File: src/kbd_config.svh
`ifndef KBD_CONFIG_SVH
`define KBD_CONFIG_SVH

// ==================================================
// Keyboard receiver build constants
// ==================================================

// Scan codes held in the FIFO
`define KBD_FIFO_DEPTH      8

// Idle cycles allowed between PS/2 bits
`define KBD_TIMEOUT_CYCLES  10000

// Flip-flops per synchronized PS/2 line
`define KBD_SYNC_STAGES     3

`define KBD_CODE_BITS       8   // One scan code byte
`define KBD_BUS_BITS        16  // Register bus data

`endif

File: src/kbd_pkg.sv
`include "kbd_config.svh"

package kbd_pkg;

    // ==================================================
    // Data types
    // ==================================================

    typedef logic [`KBD_CODE_BITS-1:0] scan_code_t;  // One received byte
    typedef logic [`KBD_BUS_BITS-1:0]  bus_data_t;   // Bus read/write data

    // Offsets not listed here are unmapped
    typedef enum logic [3:0] {
        REG_RAW     = 4'h1,  // Pops the head code
        REG_STATUS  = 4'h2,
        REG_CONTROL = 4'h3   // Write only
    } reg_offset_t;

    // ==================================================
    // Register bit positions
    // ==================================================

    // Status register
    localparam int STAT_AVAIL    = 0;  // FIFO holds a code
    localparam int STAT_FULL     = 1;
    localparam int STAT_OVERFLOW = 2;  // Code lost since last pop

    // Control register
    localparam int CTRL_CLEAR_BIT = 0;  // Write 1 to empty the FIFO

endpackage

File: src/ps2_sync.sv
`timescale 1ns/1ps
`include "kbd_config.svh"

module ps2_sync (
    input  logic clk,
    input  logic reset,
    input  logic ps2_clk_pin,
    input  logic ps2_data_pin,
    output logic ps2_fall,
    output logic ps2_bit
);

    localparam int STAGES = `KBD_SYNC_STAGES;

    logic [STAGES-1:0] clk_sync;   // Bit 0 nearest the pin
    logic [STAGES-1:0] data_sync;

    // Both lines idle high, so no false edge out of reset
    always_ff @(posedge clk) begin
        if (reset) begin
            clk_sync  <= '1;
            data_sync <= '1;
        end else begin
            clk_sync  <= {clk_sync[STAGES-2:0], ps2_clk_pin};
            data_sync <= {data_sync[STAGES-2:0], ps2_data_pin};
        end
    end

    // High-to-low on the last two clock stages
    assign ps2_fall = clk_sync[STAGES-1] & ~clk_sync[STAGES-2];

    // Data delayed as far as the clock, so it lines up with the edge
    assign ps2_bit = data_sync[STAGES-1];

endmodule

File: src/ps2_frame_rx.sv
`timescale 1ns/1ps
`include "kbd_config.svh"

module ps2_frame_rx #(
    parameter int TIMEOUT_CYCLES = `KBD_TIMEOUT_CYCLES
) (
    input  logic               clk,
    input  logic               reset,
    input  logic               ps2_fall,
    input  logic               ps2_bit,
    output logic               code_valid,
    output kbd_pkg::scan_code_t code
);

    import kbd_pkg::*;

    localparam int TW = $clog2(TIMEOUT_CYCLES + 1);

    typedef enum logic [2:0] {
        IDLE,
        START,
        DATA,
        PARITY,
        STOP,
        VALIDATE
    } rx_state_t;

    rx_state_t  state;
    rx_state_t  next_state;
    logic [2:0] bit_cnt;      // Data bits taken so far
    logic [TW-1:0] timer;     // Cycles since last falling edge
    logic       timed_out;
    scan_code_t shift_reg;
    logic       parity_bit;
    logic       stop_bit;
    logic       parity_ok;

    assign timed_out = (timer == TW'(TIMEOUT_CYCLES));
    assign parity_ok = ^{parity_bit, shift_reg};  // Odd count of ones

    // ==================================================
    // Next state
    // ==================================================

    always_comb begin
        next_state = state;
        case (state)
            IDLE: begin
                if (ps2_fall && !ps2_bit) begin  // Start bit is a zero
                    next_state = START;
                end
            end
            START: begin
                next_state = DATA;
            end
            DATA: begin
                if (ps2_fall) begin
                    if (bit_cnt == 3'd7) begin
                        next_state = PARITY;
                    end
                end else if (timed_out) begin
                    next_state = IDLE;
                end
            end
            PARITY: begin
                if (ps2_fall) begin
                    next_state = STOP;
                end else if (timed_out) begin
                    next_state = IDLE;
                end
            end
            STOP: begin
                if (ps2_fall) begin
                    next_state = VALIDATE;
                end else if (timed_out) begin
                    next_state = IDLE;
                end
            end
            default: begin
                next_state = IDLE;  // VALIDATE lasts one cycle
            end
        endcase
    end

    // ==================================================
    // Control registers
    // ==================================================

    always_ff @(posedge clk) begin
        if (reset) begin
            state      <= IDLE;
            bit_cnt    <= '0;
            timer      <= '0;
            code_valid <= 1'b0;
        end else begin
            state      <= next_state;
            code_valid <= (state == VALIDATE) && stop_bit && parity_ok;

            if (state == DATA && ps2_fall) begin
                bit_cnt <= bit_cnt + 3'd1;
            end else if (state != DATA) begin
                bit_cnt <= '0;
            end

            // Timer only runs while waiting for a frame bit
            if (state inside {DATA, PARITY, STOP} && !ps2_fall) begin
                timer <= timer + TW'(1);
            end else begin
                timer <= '0;
            end
        end
    end

    // Frame payload
    always_ff @(posedge clk) begin
        if (ps2_fall) begin
            case (state)
                DATA:    shift_reg  <= {ps2_bit, shift_reg[$bits(scan_code_t)-1:1]};
                PARITY:  parity_bit <= ps2_bit;
                STOP:    stop_bit   <= ps2_bit;
                default: ;
            endcase
        end
    end

    assign code = shift_reg;  // Held steady through the strobe

    // One strobe per frame
    a_single_strobe: assert property (
        @(posedge clk) disable iff (reset) code_valid |=> !code_valid
    );

endmodule

File: src/scan_fifo.sv
`timescale 1ns/1ps
`include "kbd_config.svh"

module scan_fifo #(
    parameter int DEPTH = `KBD_FIFO_DEPTH
) (
    input  logic                clk,
    input  logic                reset,
    input  logic                clear,
    input  logic                wr_valid,
    input  kbd_pkg::scan_code_t wr_code,
    output logic                rd_valid,
    input  logic                rd_ready,
    output kbd_pkg::scan_code_t rd_code,
    output logic                full,
    output logic                overflow
);

    import kbd_pkg::*;

    localparam int AW = $clog2(DEPTH);

    scan_code_t    mem [DEPTH];
    logic [AW-1:0] wr_ptr;
    logic [AW-1:0] rd_ptr;
    logic [AW:0]   count;   // 0 to DEPTH
    logic          pop;
    logic          wr_en;

    assign rd_valid = (count != '0);
    assign full     = (count == (AW+1)'(DEPTH));
    assign rd_code  = mem[rd_ptr];
    assign pop      = rd_valid && rd_ready;
    assign wr_en    = wr_valid && (!full || pop);  // A pop frees the slot

    // ==================================================
    // Storage
    // ==================================================

    always_ff @(posedge clk) begin
        if (wr_en) begin
            mem[wr_ptr] <= wr_code;
        end
    end

    // ==================================================
    // Pointers, count and overflow
    // ==================================================

    always_ff @(posedge clk) begin
        if (reset || clear) begin
            wr_ptr   <= '0;
            rd_ptr   <= '0;
            count    <= '0;
            overflow <= 1'b0;
        end else begin
            if (wr_en) begin
                wr_ptr <= wr_ptr + AW'(1);
            end
            if (pop) begin
                rd_ptr <= rd_ptr + AW'(1);
            end

            if (wr_en && !pop) begin
                count <= count + 1'b1;
            end else if (pop && !wr_valid) begin
                count    <= count - 1'b1;
                overflow <= 1'b0;  // Room again
            end else if (wr_valid && !wr_en) begin
                overflow <= 1'b1;  // Code dropped while full
            end
        end
    end

    a_count_bound: assert property (
        @(posedge clk) disable iff (reset) count <= (AW+1)'(DEPTH)
    );

    // Count tracks the distance between the pointers
    a_count_matches_ptrs: assert property (
        @(posedge clk) disable iff (reset) count[AW-1:0] == AW'(wr_ptr - rd_ptr)
    );

endmodule

File: src/kbd_regs.sv
`timescale 1ns/1ps

module kbd_regs (
    input  logic                 clk,
    input  logic                 reset,
    input  logic                 device_select,
    input  logic                 read_req,
    input  logic                 write_req,
    input  kbd_pkg::reg_offset_t register_offset,
    input  kbd_pkg::bus_data_t   wdata,
    output kbd_pkg::bus_data_t   rdata,
    input  logic                 rd_valid,
    input  kbd_pkg::scan_code_t  rd_code,
    output logic                 rd_ready,
    input  logic                 full,
    input  logic                 overflow,
    output logic                 clear
);

    import kbd_pkg::*;

    logic bus_read;
    logic bus_write;

    assign bus_read  = device_select && read_req;
    assign bus_write = device_select && write_req;

    // Reading RAW pops; the FIFO ignores it when empty
    assign rd_ready = bus_read && (register_offset == REG_RAW);

    // ==================================================
    // Read mux
    // ==================================================

    always_comb begin
        rdata = '0;  // Not selected
        if (bus_read) begin
            case (register_offset)
                REG_RAW: begin
                    rdata = rd_valid ? bus_data_t'(rd_code) : '0;
                end
                REG_STATUS: begin
                    rdata[STAT_AVAIL]    = rd_valid;
                    rdata[STAT_FULL]     = full;
                    rdata[STAT_OVERFLOW] = overflow;
                end
                REG_CONTROL: begin
                    rdata = '0;  // Write only
                end
                default: begin
                    rdata = '1;  // Unmapped
                end
            endcase
        end
    end

    // One clear strobe cycle per control write
    always_ff @(posedge clk) begin
        if (reset) begin
            clear <= 1'b0;
        end else begin
            clear <= bus_write && (register_offset == REG_CONTROL)
                     && wdata[CTRL_CLEAR_BIT];
        end
    end

endmodule

File: src/keyboard_controller.sv
`timescale 1ns/1ps

module keyboard_controller (
    input  logic                 clk,
    input  logic                 reset,
    input  logic                 device_select,
    input  kbd_pkg::reg_offset_t register_offset,
    input  logic                 read_req,
    input  logic                 write_req,
    input  kbd_pkg::bus_data_t   wdata,
    output kbd_pkg::bus_data_t   rdata,
    input  logic                 ps2_clk_pin,
    input  logic                 ps2_data_pin
);

    import kbd_pkg::*;

    logic       ps2_fall;
    logic       ps2_bit;
    logic       code_valid;
    scan_code_t code;
    logic       rd_valid;
    logic       rd_ready;
    scan_code_t rd_code;
    logic       full;
    logic       overflow;
    logic       clear;

    // ==================================================
    // PS/2 side
    // ==================================================

    ps2_sync ps2_sync_i (
        .clk          (clk),
        .reset        (reset),
        .ps2_clk_pin  (ps2_clk_pin),
        .ps2_data_pin (ps2_data_pin),
        .ps2_fall     (ps2_fall),
        .ps2_bit      (ps2_bit)
    );

    ps2_frame_rx ps2_frame_rx_i (
        .clk        (clk),
        .reset      (reset),
        .ps2_fall   (ps2_fall),
        .ps2_bit    (ps2_bit),
        .code_valid (code_valid),
        .code       (code)
    );

    // ==================================================
    // Buffer and bus side
    // ==================================================

    scan_fifo scan_fifo_i (
        .clk      (clk),
        .reset    (reset),
        .clear    (clear),
        .wr_valid (code_valid),  // Keyboard cannot be stalled
        .wr_code  (code),
        .rd_valid (rd_valid),
        .rd_ready (rd_ready),
        .rd_code  (rd_code),
        .full     (full),
        .overflow (overflow)
    );

    kbd_regs kbd_regs_i (
        .clk             (clk),
        .reset           (reset),
        .device_select   (device_select),
        .read_req        (read_req),
        .write_req       (write_req),
        .register_offset (register_offset),
        .wdata           (wdata),
        .rdata           (rdata),
        .rd_valid        (rd_valid),
        .rd_code         (rd_code),
        .rd_ready        (rd_ready),
        .full            (full),
        .overflow        (overflow),
        .clear           (clear)
    );

endmodule

File: config.mk
export PLATFORM = sky130hd
export DESIGN_NAME = keyboard_controller
export DESIGN_NICKNAME = d
export VERILOG_FILES = /design/src/kbd_pkg.sv /design/src/ps2_sync.sv /design/src/ps2_frame_rx.sv /design/src/scan_fifo.sv /design/src/kbd_regs.sv /design/src/keyboard_controller.sv
export VERILOG_INCLUDE_DIRS = /design/src
export SDC_FILE = /design/constraint.sdc
export NUM_CORES = 1
export LEC_CHECK = 0
export ABC_AREA = 1
export BUFFER_PORTS_ARGS = -buffer_cell sky130_fd_sc_hd__buf_2
export CORE_UTILIZATION = 36
export DETAILED_ROUTE_END_ITERATION = 10
export MAX_ROUTING_LAYER = met4
export PLACE_DENSITY = 0.58
export SYNTH_ARGS = -nofsm -noshare
export SYNTH_HDL_FRONTEND = slang
export SYNTH_HIERARCHICAL = 1
export SYNTH_SLANG_ARGS = --single-unit
File: constraint.sdc
create_clock -name clk -period 5.9 [get_ports clk]
set_input_delay 0.295 -clock clk [delete_from_list [all_inputs] [get_ports clk]]
set_output_delay 0.295 -clock clk [all_outputs]
set_load 0.01 [all_outputs]
==> impl_metrics.csv, run 1 <==
group,metric,value,unit
status,status,"complete, no violations",
worst_setup_path,crit_required,5.61,ns
clocking,cts_max_level,4,
cells_and_area,drive_gt1_share,15.2,%
die,die_x,123,um
cells_and_area,fillers,1326,
worst_hold_path,hold_class,"in -> reg",
worst_setup_path,cp-end-kind,"output pin",
placed_design,dp_hpwl,6870,um
die,start_util,37.3,%
worst_setup_path,crit_chain,"buf_4, inv_4, nor2_1, o22ai_1, nand2_1, nand2_1, nand2_1, nand3_1, nand2_1, a21oi_1, buf_2",
worst_setup_path,crit_cells,11,
global_route,grtUsageTotal,15.4,%
global_route,grt_start_max_net_pins,34,
placed_design,dpl_cell_area,5520,um^2
yosys,synth_area,5260,um^2
drt,drcViolationCount,0,
yosys,synth_fp_nets,577,
cells_and_area,utilization,43.7,%
die,die-area,15100,um^2
timing,hold_viol,0,
clocking,cts_root_buf,"clkbuf_16",
worst_setup_path,crit_arrival,2.11,ns
worst_setup_path,r2r_cells,11,
placed_design,placedCellCount,733,
yosys,synth.avg_cell_area,9.73,um^2
clocking,clock_latency,0.41,ns
worst_setup_path,path_max_fanout,33,
worst_setup_path,crit_slowest_cell,"buf_4",
worst_setup_path,crit_path_start_kind,"flop",
drt,drtIter0Drc,221,
worst_setup_path,r2r_slack,3.92,ns
yosys,async_flop_share,0,%
timing,fin_crit,2.41,ns
drt,drt-pass1-iter-count,5,
flow_run,cap_viol_max_count,0,
clocking,clkTransAtPathRegs,0.05,ns
yosys,yosysUniqueCellTypes,39,
cells_and_area,nets,608,
die,die_h,123,um
drt,via_count,3726,
drt,wl_per_cell,13.5,um
cells_and_area,antenna_cells,0,
timing,grt_setup_unrepaired,"false",
clocking,ctsResizeCount,0,
worst_setup_path,r2r_end,"scan_fifo_i/count[3]",
yosys,yosysSeqAreaShare,58.2,%
placed_design,io_buffers,27,
global_route,grt_overflow_total,0,
clocking,cts_buffers,17,
power_and_ir_drop,power.leakage,2.37,nW
drt,ant_nets,0,
yosys,ys.warnings.count,6,
timing,min_period_over_period,40.8,%
clocking,cts_buffer_depth,2,
worst_setup_path,crit_family,"buffers and inverters",
worst_hold_path,hp-start,"ps2_data_pin",
die,ioPinCount,43,
worst_hold_path,hold_end,"ps2_sync_i/data_sync[0]",
yosys,synth_top_cell_by_area,"edfxtp_1",
power_and_ir_drop,p_per_area,328,nW/um^2
cells_and_area,stdcell_area,6160,um^2
yosys,synth_edf_count,74,
clocking,postCtsSetupBuffers,0,
drt,vias_per_cell,4.87,
cells_and_area,area_growth,17.1,%
worst_setup_path,r2r_start,"scan_fifo_i/count[1]",
timing,worst-slew-pin-transition,0.920,ns
yosys,synth_common_cells,"nand2_1, edfxtp_1, nor2_1",
yosys,synth-seq-cells,116,
timing,slew_viol_final,0,
yosys,synthFlopType,"edfxtp_1",
worst_setup_path,max_stage_delay,0.41,ns
global_route,grt_pass1_wl,16800,um
yosys,synth.area.top_cells,"edfxtp_1, dfxtp_1, nand2_1",
yosys,synth.most_common_cell,"nand2_1",
worst_setup_path,path_class,"reg -> out",
global_route,first_global_vias,3530,
timing,finalSetupTns,0,ns
worst_hold_path,hold_depth,3,
power_and_ir_drop,ir_worst_vdd,0.000189,V
placed_design,gp_congestion,0.842,
yosys,yosysTopAreaCellShare,42.2,%
yosys,synthCells,541,
timing,relSlewSlack,38.4,%
clocking,postCtsHoldBufs,0,
cells_and_area,final_cells,765,
timing,setup_viol,0,
clocking,cts.sinks,116,
worst_setup_path,path_common_cell,"nand2_1",
worst_setup_path,path_buf_inv,3,
power_and_ir_drop,power,2.02,mW
drt,wl,10300,um
global_route,antenna_found_initial,0,
die,core-area,14100,um^2
clocking,cts_tree,"yes",
die,rows,43,
timing,fmax,0.416,GHz
timing,clock_skew,0.00522,ns
## flip-flops by register name, indices dropped and copies added (netlist names), named ones only
register,cells
ps2_frame_rx_i/timer,14
ps2_sync_i/data_sync,3
scan_fifo_i/rd_ptr,3
scan_fifo_i/count,4
kbd_regs_i/clear,1
scan_fifo_i/overflow,1
ps2_frame_rx_i/bit_cnt,3
ps2_frame_rx_i/code_valid,1
scan_fifo_i/wr_ptr,3
ps2_frame_rx_i/state,3
ps2_frame_rx_i/parity_bit,1
ps2_frame_rx_i/code,8
scan_fifo_i/mem,64
ps2_frame_rx_i/stop_bit,1
ps2_sync_i/clk_sync,3
## cells in the final DEF, fill, tap and decap left out, drive strengths merged
cell type,Yosys,final
nand2,124,124
edfxtp,74,74
nor2,70,70
inv,65,65
dfxtp,42,42
a21oi,29,29
buf,15,29
o21ai,27,27
nand3,24,24
clkbuf,2,20
mux2i,16,16
o22ai,16,16
ha,8,8
bufinv,0,6
nor3,6,6
xnor2,5,5
clkinv,0,5
nand4,4,4
xor2,2,2
o21bai,2,2
or2,2,2
nand3b,2,2
clkinvlp,0,1
nor4,1,1
o211ai,1,1
o2111ai,1,1
nor3b,1,1
a21o,1,1
fa,1,1
## routing by layer
layer / up-vias / GRT usage [%] / routed length [um]
li1: 1869 / - / -
met1: 1755 / 17.9 / 4620
met5: - / - / 0
met2: 85 / 24.8 / 5040
met4: 0 / 6.71 / 146
met3: 17 / 4.34 / 492
## tightest hold or removal path: cells and delay by family
family	cells	cell delay (ns)
buffers and inverters	2	0.10
and+or+nand+nor	1	0.04
## worst max-delay path by stage
stage,from,end
after CTS,flop,rdata[2]
after global routing,flop,rdata[0]
after global placement,register_offset[1],scan_fifo_i/mem[5][0]
after floorplan,register_offset[1],scan_fifo_i/mem[1][0]
final,flop,rdata[0]
after detailed placement,register_offset[1],scan_fifo_i/mem[4][5]
## per-stage QoR
step                hold slack, ns  setup slack (ns)
finish                      0.0524              3.49
global route                0.0548              3.28
CTS                         0.0393              3.45
detailed placement           0.401              3.12
global placement             0.393              3.20
floorplan                    0.364              3.82
## cell families after synthesis
family / synth area share [%]
adder cells (fa/ha/maj): 2.28
buffers and inverters: 6.97
AND/OR/NAND/NOR: 20.4
XOR/XNOR: 1.17
multiplexers: 3.04
flip-flops: 58.2
AO/OA/AOI/OAI: 7.96
## area by class of cell
| cell class | count | area (um^2) | area share [%] |
|---|---|---|---|
| clock inverter | 12 | 209 | 3.39 |
| clock buffer | 20 | 437 | 7.08 |
| inverter | 65 | 246 | 4.00 |
| tap | 180 | 225 | 3.65 |
| sequential | 116 | 3060 | 49.7 |
| timing repair buffer | 29 | 150 | 2.44 |
| multi-input combinational | 343 | 1830 | 29.7 |
## where the power goes
group	total, mW	switching [mW]	internal (mW)
Clock	1.13	0.344	0.785
Combinational	0.0326	0.0213	0.0113
Sequential	0.857	0.000979	0.856
No activity file was read; power rests on OpenSTA's default activity.
==> run 2: changes to the inputs <==
--- a/config.mk
+++ b/config.mk
@@ -6,12 +6,12 @@
 export SDC_FILE = /design/constraint.sdc
 export NUM_CORES = 1
 export LEC_CHECK = 0
-export ABC_AREA = 1
+export ABC_AREA = 0
 export BUFFER_PORTS_ARGS = -buffer_cell sky130_fd_sc_hd__buf_2
 export CORE_UTILIZATION = 36
 export DETAILED_ROUTE_END_ITERATION = 10
 export MAX_ROUTING_LAYER = met4
-export PLACE_DENSITY = 0.58
+export PLACE_DENSITY = 0.6
 export SYNTH_ARGS = -nofsm -noshare
 export SYNTH_HDL_FRONTEND = slang
 export SYNTH_HIERARCHICAL = 1
==> constraint.sdc (replaced) <==
create_clock -name clk -period 2.2 [get_ports clk]
set_input_delay 0.11 -clock clk [delete_from_list [all_inputs] [get_ports clk]]
set_output_delay 0.11 -clock clk [all_outputs]
set_load 0.01 [all_outputs]
==> impl_metrics.csv, run 2 <==
group,metric,value,unit
status,status,"complete, no violations",
die,rows,42,
worst_setup_path,path_max_fanout,8,
worst_hold_path,hold_class,"in -> reg",
cells_and_area,area_growth,24.5,%
placed_design,gp_congestion,0.823,
worst_setup_path,crit_chain,"buf_12, mux4_2, mux2_4, nand3_2, a31oi_1, buf_2",
clocking,clkTransAtPathRegs,0.05,ns
yosys,synthCells,364,
timing,fmax,0.461,GHz
yosys,synth_simple_gate_area_share,12.1,%
placed_design,dp_hpwl,6270,um
global_route,antenna_found_initial,0,
timing,layout_setup_ws,0.0299,ns
die,core-area,13300,um^2
yosys,synth-compound-area-share,5.36,%
timing,hold_viol,0,
yosys,yosysTopAreaCellShare,44.7,%
timing,min_period_over_period,98.6,%
yosys,synth.area.mux_share,9.86,%
clocking,cts_buffers,17,
drt,vias_per_cell,4.97,
yosys,synth.most_common_cell,"edfxtp_1",
worst_setup_path,crit_required,2.09,ns
timing,clock_skew,0.00686,ns
worst_setup_path,r2r_slack,0.05,ns
worst_setup_path,crit_cells,6,
worst_setup_path,r2r_start,"scan_fifo_i/count[2]",
timing,setup_viol,0,
yosys,synth_top_family_by_area,"simple AND/OR/NAND/NOR gates",
timing,finalSetupTns,0,ns
die,ioPinCount,43,
drt,ant_nets,0,
placed_design,dpl_worst_slack,-0.0908,ns
power_and_ir_drop,power,5.46,mW
cells_and_area,largest_reg_flops,64,
yosys,ys.warnings.count,6,
yosys,yosysSeqAreaShare,61.6,%
die,die_x,120,um
yosys,yosysUniqueCellTypes,56,
drt,drtIter0Drc,222,
timing,relSlewSlack,61.7,%
worst_setup_path,crit_end,"rdata[2]",
cells_and_area,stdcell_area,6200,um^2
global_route,first_global_vias,3063,
yosys,synth-seq-cells,116,
worst_setup_path,cp-end-kind,"output pin",
yosys,synth_fp_nets,400,
global_route,grt_start_max_net_pins,17,
die,start_util,37.3,%
placed_design,dpl_cell_area,5410,um^2
timing,hold_ws,0.0709,ns
worst_setup_path,crit_arrival,2.06,ns
yosys,synth_area,4970,um^2
drt,wl_per_cell,15.5,um
worst_setup_path,crit_slowest_cell,"mux4_2",
worst_setup_path,max_stage_delay,0.51,ns
worst_setup_path,path_class,"reg -> out",
cells_and_area,utilization,46.4,%
cells_and_area,fillers,1201,
drt,via_count,3029,
yosys,synthFlopType,"edfxtp_1",
clocking,cts_root_buf,"clkbuf_16",
worst_setup_path,crit_family,"multiplexers",
yosys,async_flop_share,0,%
power_and_ir_drop,p_per_area,882,nW/um^2
worst_hold_path,hp-start,"reset",
drt,drt-pass1-iter-count,4,
yosys,synth_top_cell_by_area,"edfxtp_1",
cells_and_area,drive_gt1_share,29.5,%
yosys,synth_edf_count,74,
yosys,synth.area.top_cells,"edfxtp_1, dfxtp_1, mux4_2",
global_route,grtUsageTotal,14.9,%
flow_run,cap_viol_max_count,0,
worst_setup_path,path_buf_inv,2,
cells_and_area,antenna_cells,0,
cells_and_area,mostFrequentLayoutCell,"edfxtp_1",
timing,grt_setup_unrepaired,"true",
clocking,cts_max_level,4,
worst_setup_path,r2r_end,"scan_fifo_i/count[3]",
yosys,synth_common_cells,"edfxtp_1, dfxtp_1, nor2_1",
cells_and_area,registers.top_by_ff_count,"scan_fifo_i/mem",
clocking,cts.sinks,116,
worst_setup_path,r2r_cells,7,
cells_and_area,nets,457,
yosys,synth_xor_area_share,5.03,%
cells_and_area,final_cell_mix,"edfxtp_1, dfxtp_1, nor2_1, buf_2, buf_4",
drt,wl,9470,um
clocking,clock_latency,0.41,ns
timing,worst-slew-pin-transition,0.574,ns
global_route,grt_overflow_total,0,
timing,slew_viol_final,0,
placed_design,io_buffers,27,
yosys,synthAdderAreaFrac,2.62,%
timing,fin_crit,2.17,ns
power_and_ir_drop,power.leakage,2.18,nW
worst_setup_path,crit_path_start_kind,"flop",
cells_and_area,final_cells,610,
drt,drcViolationCount,0,
yosys,synth.avg_cell_area,13.7,um^2
global_route,grt_pass1_wl,15400,um
clocking,cts_buffer_depth,2,
die,die-area,14300,um^2
die,die_h,120,um
clocking,cts_tree,"yes",
power_and_ir_drop,ir_worst_vdd,0.000563,V
placed_design,placedCellCount,573,
==> run 2: cell count changes after synthesis, moves of 12 or more <==
| cell | previous run | this run |
|---|---|---|
| nand2_1 | 115 | 17 |
| inv_1 | 55 | 9 |
| nor2_1 | 64 | 37 |
| a21oi_1 | 29 | 11 |
| mux4_2 | 0 | 16 |
| o22ai_1 | 16 | 0 |
| xor2_1 | 2 | 16 |
| nand3_1 | 23 | 10 |
| mux2i_1 | 16 | 4 |
| o21ai_0 | 15 | 3 |
==> run 2: metal layers <==
layer / global-route usage (%) / vias up / share of wire [%] / routed length, um
met5: - / - / 0 / 0
met4: 6.33 / 0 / 1.3 / 121
met3: 4.47 / 10 / 3.3 / 315
met2: 23.6 / 42 / 50 / 4700
met1: 17.8 / 1524 / 46 / 4340
li1: - / 1453 / - / -
==> run 2: kinds of logic after synthesis <==
kind of cell             count (synthesis)
AO/OA/AOI/OAI                           37
buffers and inverters                   31
flip-flops                             116
adder cells (fa/ha/maj)                 10
multiplexers                            28
AND/OR/NAND/NOR                        115
XOR/XNOR                                27
==> run 2: final cells by class <==
cell class,count,area [um^2],share of cell area (%)
Sequential cell,116,3070,49.6
Multi-Input combinational cell,217,1790,29.0
Clock buffer,25,528,8.52
Timing Repair Buffer,59,404,6.52
Tap cell,176,220,3.55
Clock inverter,7,139,2.24
Inverter,10,37.5,0.606
==> run 2: worst min path at each step <==
stage,end,slack [ns],cells after the start
floorplan,ps2_frame_rx_i/code_valid,0.19,1
global placement,ps2_sync_i/data_sync[0],0.29,2
global route,ps2_frame_rx_i/state[1],0.09,2
finish,ps2_frame_rx_i/state[1],0.07,2
detailed placement,ps2_sync_i/clk_sync[0],0.30,2
CTS,ps2_frame_rx_i/state[1],0.06,2
==> run 2: worst register-to-register path: stages (launching register included) <==
cell and delay (ns):
dfxtp_4 0.36, o31a_1 0.30, or3_4 0.37, ha_1 0.30, nand3_2 0.10, a211o_1 0.33, a32oi_1 0.18, a21oi_1 0.08
==> run 2: where the power goes <==
group	internal [mW]	switching [mW]	leakage, nW	total [mW]
sequential	2.30	0.0159	1.01	2.32
clock	2.12	0.901	0.328	3.02
combinational	0.0549	0.0664	0.847	0.121
total	4.48	0.984	2.18	5.46
==> run 2: what timing repair did <==
| action | CTS | global route |
|---|---|---|
| endpoints found under the hold margin | 3 | 0 |
| gates cloned | 0 | 0 |
| gates resized for setup | 12 | 5 |
| buffers inserted | 0 | 0 |
| setup endpoints to repair | 9 | 9 |
| hold buffers | 5 | 0 |
| pin swaps | 1 | 6 |
